<file path="config.mk">
export PLATFORM = sky130hd
export DESIGN_NAME = stage2_cnn_core
export DESIGN_NICKNAME = d
export VERILOG_FILES = /design/src/common/stage2_geom_pkg.sv /design/src/common/stage2_link_pkg.sv /design/src/stage2_pooling/stage2_pooling.sv /design/src/verilog/stage2_bias_relu.sv /design/src/verilog/stage2_cnn_core.sv /design/src/verilog/stage2_host_link.sv /design/src/verilog/stage2_result_fifo.sv
export SDC_FILE = /design/constraint.sdc
export NUM_CORES = 1
export LEC_CHECK = 0
export BUFFER_PORTS_ARGS = -buffer_cell sky130_fd_sc_hd__buf_2
export CAP_MARGIN = 20
export CORE_ASPECT_RATIO = 0.6
export CORE_MARGIN = 2
export CORE_UTILIZATION = 52
export CTS_BUF_LIST = sky130_fd_sc_hd__clkbuf_4 sky130_fd_sc_hd__clkbuf_8 sky130_fd_sc_hd__clkbuf_16
export DETAILED_ROUTE_END_ITERATION = 6
export GPL_ROUTABILITY_DRIVEN = 0
export PLACE_DENSITY_LB_ADDON = 0.08
export SYNTH_ARGS = -nofsm -noshare
export SYNTH_HDL_FRONTEND = slang
export SYNTH_SLANG_ARGS = --single-unit
export TNS_END_PERCENT = 5
</file>
<file path="constraint.sdc">
create_clock -name clk -period 4.1 [get_ports clk]
set_input_delay 0.205 -clock clk [delete_from_list [all_inputs] [get_ports clk]]
set_output_delay 0.205 -clock clk [all_outputs]
set_load 0.02 [all_outputs]
</file>
<file path="src/common/stage2_geom_pkg.sv">
`default_nettype none

package stage2_geom_pkg;

    // ==================================================
    // frame geometry
    // ==================================================

    // input feature map, one partial sum per pixel
    localparam int POOL_COL = 24;
    localparam int POOL_ROW = 24;
    // 2x2 window, stride 2
    localparam int OUT_COL  = 12;

    // pixel and window counters
    localparam int COL_W  = $clog2(POOL_COL);
    localparam int ROW_W  = $clog2(POOL_ROW);
    localparam int OCOL_W = $clog2(OUT_COL);

    // ==================================================
    // data widths
    // ==================================================

    localparam int PSUM_W = 24;
    localparam int BIAS_W = 16;
    localparam int ACT_W  = 19;
    // one guard bit above the wider operand, bias add never wraps
    localparam int SUM_W  = ((PSUM_W > BIAS_W) ? PSUM_W : BIAS_W) + 1;

    typedef logic signed [PSUM_W-1:0] psum_t;
    typedef logic signed [BIAS_W-1:0] bias_t;
    typedef logic        [ACT_W-1:0]  act_t;

    // saturation ceiling, full unsigned range of an activation
    localparam act_t ACT_MAX = '1;

    // activation stream, bias stage to pooling
    typedef struct packed {
        logic valid;
        act_t act;
    } act_beat_t;

endpackage

`default_nettype wire

</file>
<file path="src/common/stage2_link_pkg.sv">
`default_nettype none

package stage2_link_pkg;

    import stage2_geom_pkg::*;

    // ==================================================
    // pooled result, fifo entry and host word
    // ==================================================

    typedef struct packed {
        act_t value;
        // last of the 144 windows in a frame
        logic frame_last;
    } pool_result_t;

    // result fifo sizing
    localparam int FIFO_DEPTH = 8;
    localparam int FIFO_AW    = $clog2(FIFO_DEPTH);
    // occupancy needs one more bit than the pointers
    localparam int FIFO_CW    = $clog2(FIFO_DEPTH + 1);

    // free entries needed before a new pixel is taken
    // bias reg + pooling reg + write on the same edge
    localparam int RDY_MARGIN = 3;

endpackage

`default_nettype wire

</file>
<file path="src/stage2_pooling/stage2_pooling.sv">
`timescale 1ns/10ps
`default_nettype none

module stage2_pooling
    import stage2_geom_pkg::*;
    import stage2_link_pkg::*;
(
    input  wire logic       clk,
    input  wire logic       reset_n,
    input  wire act_beat_t  i_act,
    output logic            o_pool_valid,
    output pool_result_t    o_pool
);

    // larger of two activations
    function automatic act_t act_max(input act_t a, input act_t b);
        act_max = (a > b) ? a : b;
    endfunction

    // ==================================================
    // row and column counters
    // ==================================================

    logic [COL_W-1:0] r_col;
    logic [ROW_W-1:0] r_row;
    logic             w_col_last;
    logic             w_row_last;

    assign w_col_last = (r_col == COL_W'(POOL_COL - 1));
    assign w_row_last = (r_row == ROW_W'(POOL_ROW - 1));

    // move only on valid beats so gaps keep window alignment
    always_ff @(posedge clk or negedge reset_n) begin
        if (!reset_n) begin
            r_col <= '0;
            r_row <= '0;
        end else if (i_act.valid) begin
            if (w_col_last) begin
                r_col <= '0;
                if (w_row_last) begin
                    r_row <= '0;
                end else begin
                    r_row <= r_row + 1'b1;
                end
            end else begin
                r_col <= r_col + 1'b1;
            end
        end
    end

    // ==================================================
    // held pixel and half-row buffer
    // ==================================================

    act_t              r_hold;
    act_t              r_pair_buf [OUT_COL];
    logic [OCOL_W-1:0] w_pair_idx;
    act_t              w_pair_max;
    logic              w_even_row_close;
    logic              w_odd_row_close;

    // window index along the row
    assign w_pair_idx = r_col[COL_W-1:1];

    // left pixel of the pair and the current pixel
    assign w_pair_max = act_max(r_hold, i_act.act);

    // odd column closes a pair, row parity picks store or pool
    assign w_even_row_close = i_act.valid && r_col[0] && !r_row[0];
    assign w_odd_row_close  = i_act.valid && r_col[0] && r_row[0];

    always_ff @(posedge clk) begin
        // left pixel of each pair, both row parities
        if (i_act.valid && !r_col[0]) begin
            r_hold <= i_act.act;
        end
        // top row of the window, kept until the row below
        if (w_even_row_close) begin
            r_pair_buf[w_pair_idx] <= w_pair_max;
        end
    end

    // ==================================================
    // 2x2 window max
    // ==================================================

    logic         r_pool_valid;
    pool_result_t r_pool;

    // valid one cycle after the beat that closes the window
    always_ff @(posedge clk or negedge reset_n) begin
        if (!reset_n) begin
            r_pool_valid <= 1'b0;
        end else begin
            r_pool_valid <= w_odd_row_close;
        end
    end

    always_ff @(posedge clk) begin
        if (w_odd_row_close) begin
            // top pair max against the bottom pair
            r_pool.value      <= act_max(r_pair_buf[w_pair_idx], w_pair_max);
            // bottom right window of the frame
            r_pool.frame_last <= w_row_last && w_col_last;
        end
    end

    assign o_pool_valid = r_pool_valid;
    assign o_pool       = r_pool;

endmodule

`default_nettype wire

</file>
<file path="src/verilog/stage2_bias_relu.sv">
`timescale 1ns/10ps
`default_nettype none

module stage2_bias_relu
    import stage2_geom_pkg::*;
(
    input  wire logic      clk,
    input  wire logic      reset_n,
    // accepted beats only, valid already gated with ready
    input  wire logic      i_in_valid,
    input  wire psum_t     i_in_psum,
    input  wire bias_t     i_bias,
    output act_beat_t      o_act
);

    // ==================================================
    // bias add and clamp
    // ==================================================

    logic signed [SUM_W-1:0] w_sum;
    act_t                    w_act;
    logic                    r_valid;
    act_t                    r_act;

    // both operands sign extended to the guard width
    assign w_sum = SUM_W'(i_in_psum) + SUM_W'(i_bias);

    always_comb begin
        if (w_sum < 0) begin
            // relu
            w_act = '0;
        end else if (w_sum > $signed(SUM_W'(ACT_MAX))) begin
            // saturate at the top of the activation range
            w_act = ACT_MAX;
        end else begin
            w_act = w_sum[ACT_W-1:0];
        end
    end

    // ==================================================
    // output register, one cycle after the transfer
    // ==================================================

    always_ff @(posedge clk or negedge reset_n) begin
        if (!reset_n) begin
            r_valid <= 1'b0;
        end else begin
            r_valid <= i_in_valid;
        end
    end

    // activation only loads on a beat
    always_ff @(posedge clk) begin
        if (i_in_valid) begin
            r_act <= w_act;
        end
    end

    assign o_act = '{valid: r_valid, act: r_act};

endmodule

`default_nettype wire

</file>
<file path="src/verilog/stage2_cnn_core.sv">
`timescale 1ns/10ps
`default_nettype none

module stage2_cnn_core
    import stage2_geom_pkg::*;
    import stage2_link_pkg::*;
(
    input  wire logic          clk,
    input  wire logic          reset_n,
    input  wire logic          i_in_valid,
    input  wire psum_t         i_in_psum,
    input  wire bias_t         i_bias,
    output logic               o_in_ready,
    output logic               o_req,
    output pool_result_t       o_result,
    input  wire logic          i_ack
);

    // ==================================================
    // pipeline wiring
    // ==================================================

    logic         w_in_fire;
    act_beat_t    w_act;
    logic         w_pool_valid;
    pool_result_t w_pool;
    pool_result_t w_rd_data;
    logic         w_rd_empty;
    logic         w_rd_pop;

    // accepted input transfer
    assign w_in_fire = i_in_valid && o_in_ready;

    // psum + bias, relu, saturate
    stage2_bias_relu i_stage2_bias_relu (
        .clk        (clk),
        .reset_n    (reset_n),
        .i_in_valid (w_in_fire),
        .i_in_psum  (i_in_psum),
        .i_bias     (i_bias),
        .o_act      (w_act)
    );

    // 2x2 stride 2 max pool
    stage2_pooling i_stage2_pooling (
        .clk          (clk),
        .reset_n      (reset_n),
        .i_act        (w_act),
        .o_pool_valid (w_pool_valid),
        .o_pool       (w_pool)
    );

    // result buffer, also the source of input ready
    stage2_result_fifo i_stage2_result_fifo (
        .clk        (clk),
        .reset_n    (reset_n),
        .i_wr_valid (w_pool_valid),
        .i_wr_data  (w_pool),
        .i_rd_pop   (w_rd_pop),
        .o_rd_data  (w_rd_data),
        .o_rd_empty (w_rd_empty),
        .o_in_ready (o_in_ready)
    );

    // req/ack handoff to the host
    stage2_host_link i_stage2_host_link (
        .clk        (clk),
        .reset_n    (reset_n),
        .i_rd_data  (w_rd_data),
        .i_rd_empty (w_rd_empty),
        .o_rd_pop   (w_rd_pop),
        .o_req      (o_req),
        .o_result   (o_result),
        .i_ack      (i_ack)
    );

endmodule

`default_nettype wire

</file>
<file path="src/verilog/stage2_host_link.sv">
`timescale 1ns/10ps
`default_nettype none

module stage2_host_link
    import stage2_link_pkg::*;
(
    input  wire logic          clk,
    input  wire logic          reset_n,
    input  wire pool_result_t  i_rd_data,
    input  wire logic          i_rd_empty,
    output logic               o_rd_pop,
    output logic               o_req,
    output pool_result_t       o_result,
    input  wire logic          i_ack
);

    // ==================================================
    // four-phase sender
    // ==================================================

    // setup gives o_result a cycle before req rises
    typedef enum logic [1:0] {
        S_IDLE,
        S_SETUP,
        S_REQ,
        S_ACK_LOW
    } link_state_t;

    link_state_t  r_state;
    pool_result_t r_result;

    // take the head when idle, ack is already low here
    assign o_rd_pop = (r_state == S_IDLE) && !i_rd_empty;

    always_ff @(posedge clk or negedge reset_n) begin
        if (!reset_n) begin
            r_state <= S_IDLE;
        end else begin
            case (r_state)
                S_IDLE:    if (o_rd_pop) r_state <= S_SETUP;
                S_SETUP:   r_state <= S_REQ;
                // req held until the host acks
                S_REQ:     if (i_ack) r_state <= S_ACK_LOW;
                // req dropped, wait for the host to release ack
                S_ACK_LOW: if (!i_ack) r_state <= S_IDLE;
                default:   r_state <= S_IDLE;
            endcase
        end
    end

    // result stays put until the next pop
    always_ff @(posedge clk) begin
        if (o_rd_pop) begin
            r_result <= i_rd_data;
        end
    end

    assign o_req    = (r_state == S_REQ);
    assign o_result = r_result;

endmodule

`default_nettype wire

</file>
<file path="src/verilog/stage2_result_fifo.sv">
`timescale 1ns/10ps
`default_nettype none

module stage2_result_fifo
    import stage2_link_pkg::*;
(
    input  wire logic          clk,
    input  wire logic          reset_n,
    input  wire logic          i_wr_valid,
    input  wire pool_result_t  i_wr_data,
    input  wire logic          i_rd_pop,
    output pool_result_t       o_rd_data,
    output logic               o_rd_empty,
    output logic               o_in_ready
);

    // ==================================================
    // storage and pointers
    // ==================================================

    pool_result_t       r_mem [FIFO_DEPTH];
    logic [FIFO_AW-1:0] r_wr_ptr;
    logic [FIFO_AW-1:0] r_rd_ptr;
    logic [FIFO_CW-1:0] r_count;
    logic [FIFO_CW-1:0] w_free;

    // next slot with wrap at the depth
    function automatic logic [FIFO_AW-1:0] ptr_next(input logic [FIFO_AW-1:0] ptr);
        if (ptr == FIFO_AW'(FIFO_DEPTH - 1)) begin
            ptr_next = '0;
        end else begin
            ptr_next = ptr + 1'b1;
        end
    endfunction

    always_ff @(posedge clk) begin
        if (i_wr_valid) begin
            r_mem[r_wr_ptr] <= i_wr_data;
        end
    end

    always_ff @(posedge clk or negedge reset_n) begin
        if (!reset_n) begin
            r_wr_ptr <= '0;
            r_rd_ptr <= '0;
            r_count  <= '0;
        end else begin
            if (i_wr_valid) begin
                r_wr_ptr <= ptr_next(r_wr_ptr);
            end
            // pop only comes from the host link with data present
            if (i_rd_pop) begin
                r_rd_ptr <= ptr_next(r_rd_ptr);
            end
            // push and pop together leave the count alone
            case ({i_wr_valid, i_rd_pop})
                2'b10:   r_count <= r_count + 1'b1;
                2'b01:   r_count <= r_count - 1'b1;
                default: r_count <= r_count;
            endcase
        end
    end

    // ==================================================
    // status
    // ==================================================

    assign w_free     = FIFO_CW'(FIFO_DEPTH) - r_count;
    assign o_rd_data  = r_mem[r_rd_ptr];
    assign o_rd_empty = (r_count == '0);
    // room left for everything still in the pipeline
    assign o_in_ready = (w_free >= FIFO_CW'(RDY_MARGIN));

endmodule

`default_nettype wire
</file>
# Word level (Yosys, flattened, before mapping)
# Memories as Yosys holds them, arrays and structs flattened. A register that Yosys moved wholly into a read port is not among the register bits.
# Index checks and enable logic that the tools add are counted.
totals:
  regBits: 82
  ram_bits: 388
  input_bits: 44
  out_inout_bits: 22
  elab_cells: 70
  memories: 2
mem_list:
  columns: ["memory", "depth", "width", "rd", "rd_clocked_by_memory_dff", "write_ports", "line", "rtl"]
  rows:
  - ["i_stage2_pooling.r_pair_buf", 12, 19, 1, 0, 1, "stage2_pooling.sv:56", "act_t r_pair_buf [OUT_COL];"]
  - ["i_stage2_result_fifo.r_mem", 8, 20, 1, 1, 1, "stage2_result_fifo.sv:21", "pool_result_t r_mem [FIFO_DEPTH];"]
classes:
  n_addsub: 8
  order_cmp: 5
  n_eq_ne: 12
  mux: 16
  reduce_logical: 15
ops:
  columns: ["cell", "count"]
  rows:
  - ["$mux 19", 3]
  - ["$gt 19x19->1", 2]
  - ["$add 24x16->25", 1]
  - ["$gt 25x20->1 const B", 1]
  - ["$lt 25x1->1 const B", 1]
  - ["$add 5x1->5 const B", 2]
  - ["$eq 5x5->1 const B", 2]
  - ["$mux 5", 2]
  - ["$pmux 2 s4", 1]
  - ["$pmux 4 s2", 1]
  - ["$logic_and 1x1->1", 7]
  - ["$add 3x1->3 const B", 2]
  - ["$eq 2x2->1 const B", 3]
  - ["$eq 3x3->1 const B", 2]
  - ["$mux 2", 3]
  - ["$mux 3", 2]
  - ["$add 4x1->4 const B", 1]
  - ["$eq 2x1->1 const B", 2]
  - ["$ge 4x2->1 const B", 1]
  - ["$logic_not 4->1", 1]
  - ["$mux 1", 4]
  - ["$ne 2x2->1 const B", 2]
  - ["$sub 4x1->4 const B", 1]
  - ["$sub 4x4->4 const A", 1]
  - ["other kinds (6)", 8]

# Depth between registers and ports, before layout
depth:
  word_depth: 5
  depth_mapped: 21
  mapped_depth_nobuf: 17

# Modules after synthesis
# A second synthesis with hierarchy kept.
hier_totals:
  cells_unflattened: 1312
  area_unflattened_um2: 22102.4
by_module_without_submodules:
  columns: ["module", "n_inst", "cells_each", "area_each_um2", "seq_area_each_um2"]
  rows:
  - ["stage2_pooling", 1, 739, 12446.9, 8293.0]
  - ["stage2_result_fifo", 1, 298, 6804.0, 5054.8]
  - ["stage2_bias_relu", 1, 240, 2085.8, 595.6]
  - ["stage2_host_link", 1, 34, 759.5, 650.6]
  - ["stage2_cnn_core", 1, 1, 6.3, 0.0]

# Worst setup path before layout
# Ideal clock, no wire load.
synth_path:
  path_kind: "register to register"
  startpoint: "register i_stage2_pooling.r_hold[12]"
  endpoint: "register i_stage2_pooling.r_pool, in the netlist i_stage2_pooling.o_pool[10] (data pin)"
  setup_time_ps: 268
  t_arrival_ps: 4173
  required_ps: 3832
  slack_ps: -340
  stages_incl_launch_ff: 19
  n_path_buf: 4
  period_less_slack_ps: 4440
  cell_sequence: "edfxtp_1 > ha_1 > a21o_1 > a21oi_1 > o21ai_0 > o31a_1 > o31a_1 > clkbuf_1 > buf_2 > mux2i_1 > ha_1 > a211o_1 > nor2_1 > o211a_1 > a21oi_1 > o21ai_0 > buf_1 > buf_2 > mux2i_1"
synth_between:
  elab_chain_cells: 4
synth_rtl:
  columns: ["element", "line", "rtl"]
  rows:
  - ["start, declared", "stage2_pooling.sv:55", "act_t r_hold;"]
  - ["start signal, assigned", "stage2_pooling.sv:75", "r_hold <= i_act.act;"]
  - ["$gt 19x19->1", "stage2_pooling.sv:17", "act_max = (a > b) ? a : b;"]
  - ["$mux 19 (*)", "stage2_pooling.sv:17", null]
  - ["$gt 19x19->1", "stage2_pooling.sv:17", null]
  - ["$mux 19 (*)", "stage2_pooling.sv:17", null]
  - ["end, declared", "stage2_pooling.sv:88", "pool_result_t r_pool;"]
# Mark *: on every way between the ends. The rest lies on a longest branch, timed or not.
# A chain may end at the register's enable or synchronous reset.

# Final worst setup path
layout_path:
  startpoint: "register i_stage2_pooling.r_hold[17]"
  endpoint: "register i_stage2_pooling.r_pool, in the netlist i_stage2_pooling.o_pool[12] (data pin)"
# The elaborated chain is that of the path after synthesis.

==> results.yml <==
logic_synthesis:
  syn_inst: 1201
  yosys_warnings: 0
  seq_area_frac_synth: 0.692
  synth_area_um2: 21100
  synth.distinct_cells: 56
  synth_ff_type: "edfxtp_1"
  async_reset_ff_frac: 0.0490
  avgSynthCellArea_um2: 17.5
  synth-seq-cells: 490
  synth_edf_count: 466
  synthesis.nets: 1322
detailed_routing:
  vias: 11200
  detail_route.first_pass.iterations: 5
  routedWlPerCell_um: 23.7
  drtIter0Drc: 1083
  vias_per_cell: 5.85
  drt-total-wl_um: 45200
  ant_nets: 0
  drc: 0
run:
  drv_cap: 0
grt:
  antenna_found_initial: 1
  overflow: 0
  grt_pass1_vias: 11100
  grt_pass1_wl_um: 69100
  grt_max_degree: 44
  grt_usage: 0.219
place:
  portBuffers: 65
  hpwlAfterDp_um: 29200
  dp_slack_ns: -0.0658
  dp.cells: 1816
  place_area_um2: 22500
cts:
  cts-buffers-inserted: 45
  clkLatencyLatePin_ns: 0.56
  clock-sinks: 490
  cts_buffer_depth: 3
  htreeDepth: 2
  cts_root_buffer: "clkbuf_16"
  cts_tree: "built"
  clk_pin_slew_ns: 0.06
sta:
  setup_slack_ns: 0.179
  drv_slew: 0
  slew_headroom: 0.297
  period_needed_ns: 3.92
  fmax_mhz: 255
  rsz0062_at_grt: "yes"
  clock_skew_ns: 0.0139
  finalHoldViolations: 0
  worstMarginPinSlew_ns: 1.06
  setup_viol: 0
  post-route-period-util: 0.956
pwr:
  peakVddDrop_v: 0.000437
  powerDensity_nw_per_um2: 694
  p_leak_nw: 8.62
critical_path:
  startpoint_type: "flip-flop"
  required_ns: 4.49
  cp-end-kind: "flip-flop"
  crit_fanout: 18
  worstSetupPathType: "reg2reg"
  cp.arrival_ns: 4.31
  rrSetupSlack_ns: 0.18
finish:
  fin_nets: 1463
  syn_to_final_growth_pct: 14.6
  fin_cells: 1908
  drive_gt1_frac: 0.275
  stdcell_area_um2: 24100
  num_antenna_cells: 0
floorplanning:
  pin_count: 66
  core-area_um2: 40200
  die_w_um: 264
  die_h_um: 160
  start_util: 0.524
  fp-row-count: 57
  dieArea_um2: 42200
worst_hold_path:
  hp-class: "in2reg"
run_status:
  status: "finished clean"
## layout make-up
class	count	area [µm²]
well taps	531	664
clock buffers	55	1220
clock inverters	27	211
fillers	2983	16100
multi-input cells	593	6170
flip-flops and latches	490	14600
inverters	72	270
repair buffers	140	1010
## registers in the layout (all words and copies together) (netlist names)
register                       flops
i_stage2_pooling.r_pair_buf      228
i_stage2_result_fifo.r_mem       160
i_stage2_host_link.o_result       20
i_stage2_pooling.o_pool           20
i_stage2_bias_relu.r_act          19
i_stage2_pooling.r_hold           19
i_stage2_pooling.r_col             5
i_stage2_pooling.r_row             5
i_stage2_result_fifo.r_count       4
i_stage2_result_fifo.r_rd_ptr      3
i_stage2_result_fifo.r_wr_ptr      3
i_stage2_host_link.r_state         2
i_stage2_bias_relu.r_valid         1
i_stage2_pooling.o_pool_valid      1
## report_power, final
part	total [mW]	internal, mW	switching [mW]
combinational	5.84	2.62	3.22
clock	4.07	2.27	1.80
sequential	6.85	6.48	0.375
## path summary, 6_finish.rpt
| path | cells past startpoint | start | endpoint |
|---|---|---|---|
| min in group asynchronous | 2 | reset_n | i_stage2_result_fifo.r_wr_ptr[1] |
| max in group asynchronous | 2 | reset_n | i_stage2_pooling.r_col[1] |
| setup / recovery | 15 | i_stage2_pooling.r_hold[17] | i_stage2_pooling.o_pool[12] |
| setup reg to reg | 15 | i_stage2_pooling.r_hold[17] | i_stage2_pooling.o_pool[12] |
| hold reg to reg | 0 | i_stage2_bias_relu.r_act[18] | i_stage2_pooling.r_hold[18] |
| hold / removal | 4 | i_bias[0] | i_stage2_bias_relu.r_act[0] |
## layer usage
layer | routed length, µm | global-route usage | vias to the layer above
met4 | 630 | 0.0416 | 2
met5 | 13 | 0.00225 | -
met2 | 18600 | 0.298 | 308
met1 | 22800 | 0.367 | 5759
met3 | 3110 | 0.0424 | 53
li1 | - | - | 5041
## synthesized netlist by cell type, types with 3 or more instances
library cell	number	area [µm²]
o31a_1	3	26.3
nand3_1	11	55.1
clkbuf_1	29	109
mux4_2	97	2180
o21ai_0	28	140
o221ai_1	3	26.3
and3_1	3	18.8
buf_1	14	52.6
a21oi_1	32	160
edfxtp_1	466	14000
o21a_1	22	165
nor2b_1	9	56.3
o211ai_1	4	30.0
nor2_1	33	124
ha_1	75	938
xor2_1	14	123
dfrtp_1	24	601
or3_1	4	25.0
mux2i_1	56	561
and2_1	3	18.8
nand2_1	54	203
mux2_2	25	282
nand2b_1	7	43.8
nor3_1	8	40.0
inv_1	72	270
a31oi_1	25	156
nor4_1	4	25.0
o21bai_1	3	22.5
a21o_1	17	128
nand4_1	12	75.1
xnor2_1	11	96.3
## cell families (layout without fill, tap and decap cells)
| family | count (synthesis) | count (layout) | share of synthesized area |
|---|---|---|---|
| flops | 490 | 490 | 0.692 |
| xor+xnor | 25 | 25 | 0.0104 |
| fa+ha+maj | 77 | 77 | 0.0464 |
| compound gates | 156 | 156 | 0.0493 |
| mux | 178 | 178 | 0.144 |
| buf+inv | 118 | 294 | 0.0215 |
| simple gates | 157 | 157 | 0.0363 |
## stage by stage
| step | power, mW | utilization | TNS [ns] | hold slack, ns |
|---|---|---|---|---|
| floorplan | 10.7 | - | 0 | -0.0906 |
| finish | 16.8 | 0.600 | 0 | 0.102 |
| CTS | 16.7 | 0.596 | 0 | 0.0972 |
| global route | 17.7 | 0.600 | -0.120 | 0.124 |
| global placement | 12.5 | 0.560 | 0 | 0.267 |
| detailed placement | 12.6 | 0.560 | -0.113 | 0.271 |
## cells in the final DEF, fill, tap and decap left out, drive strengths merged, types with 3 or more instances in the layout
| cell type | netlist | routed |
|---|---|---|
| edfxtp | 466 | 466 |
| buf | 17 | 138 |
| mux4 | 97 | 97 |
| ha | 75 | 75 |
| inv | 72 | 74 |
| mux2i | 56 | 56 |
| clkbuf | 29 | 56 |
| nand2 | 54 | 54 |
| nor2 | 33 | 33 |
| a21oi | 32 | 32 |
| o21ai | 28 | 28 |
| mux2 | 25 | 25 |
| a31oi | 25 | 25 |
| dfrtp | 24 | 24 |
| o21a | 22 | 22 |
| clkinv | 0 | 22 |
| a21o | 17 | 17 |
| xor2 | 14 | 14 |
| nand4 | 12 | 12 |
| nand3 | 11 | 11 |
| xnor2 | 11 | 11 |
| nor2b | 9 | 9 |
| nor3 | 9 | 9 |
| nand2b | 7 | 7 |
| or3 | 4 | 4 |
| o211ai | 4 | 4 |
| and3 | 4 | 4 |
| nor4 | 4 | 4 |
| o31a | 3 | 3 |
| o221ai | 3 | 3 |
| and2 | 3 | 3 |
| o21bai | 3 | 3 |
## worst max-delay path, stage by stage, from the launching register on
cell	delay (ns)
edfxtp_1	0.41
ha_1	0.34
a21o_1	0.13
a21o_1	0.17
a2bb2oi_1	0.20
o31a_1	0.19
o31a_1	0.22
buf_8	0.20
mux2i_2	0.39
ha_1	0.22
nand4_1	0.17
nor4_1	0.40
nand4_1	0.17
o21ai_2	0.11
buf_12	0.20
mux2i_2	0.24
## repair_timing
item | CTS | global route
setup buffers | 0 | 8
hold buffers | 1 | 0
setup endpoints to repair | 4 | 19
gates cloned | 0 | 0
gates resized for setup | 1 | 22
pin swaps | 0 | 1
endpoints found under the hold margin | 24 | 0
(Power assumes the default switching activity.)
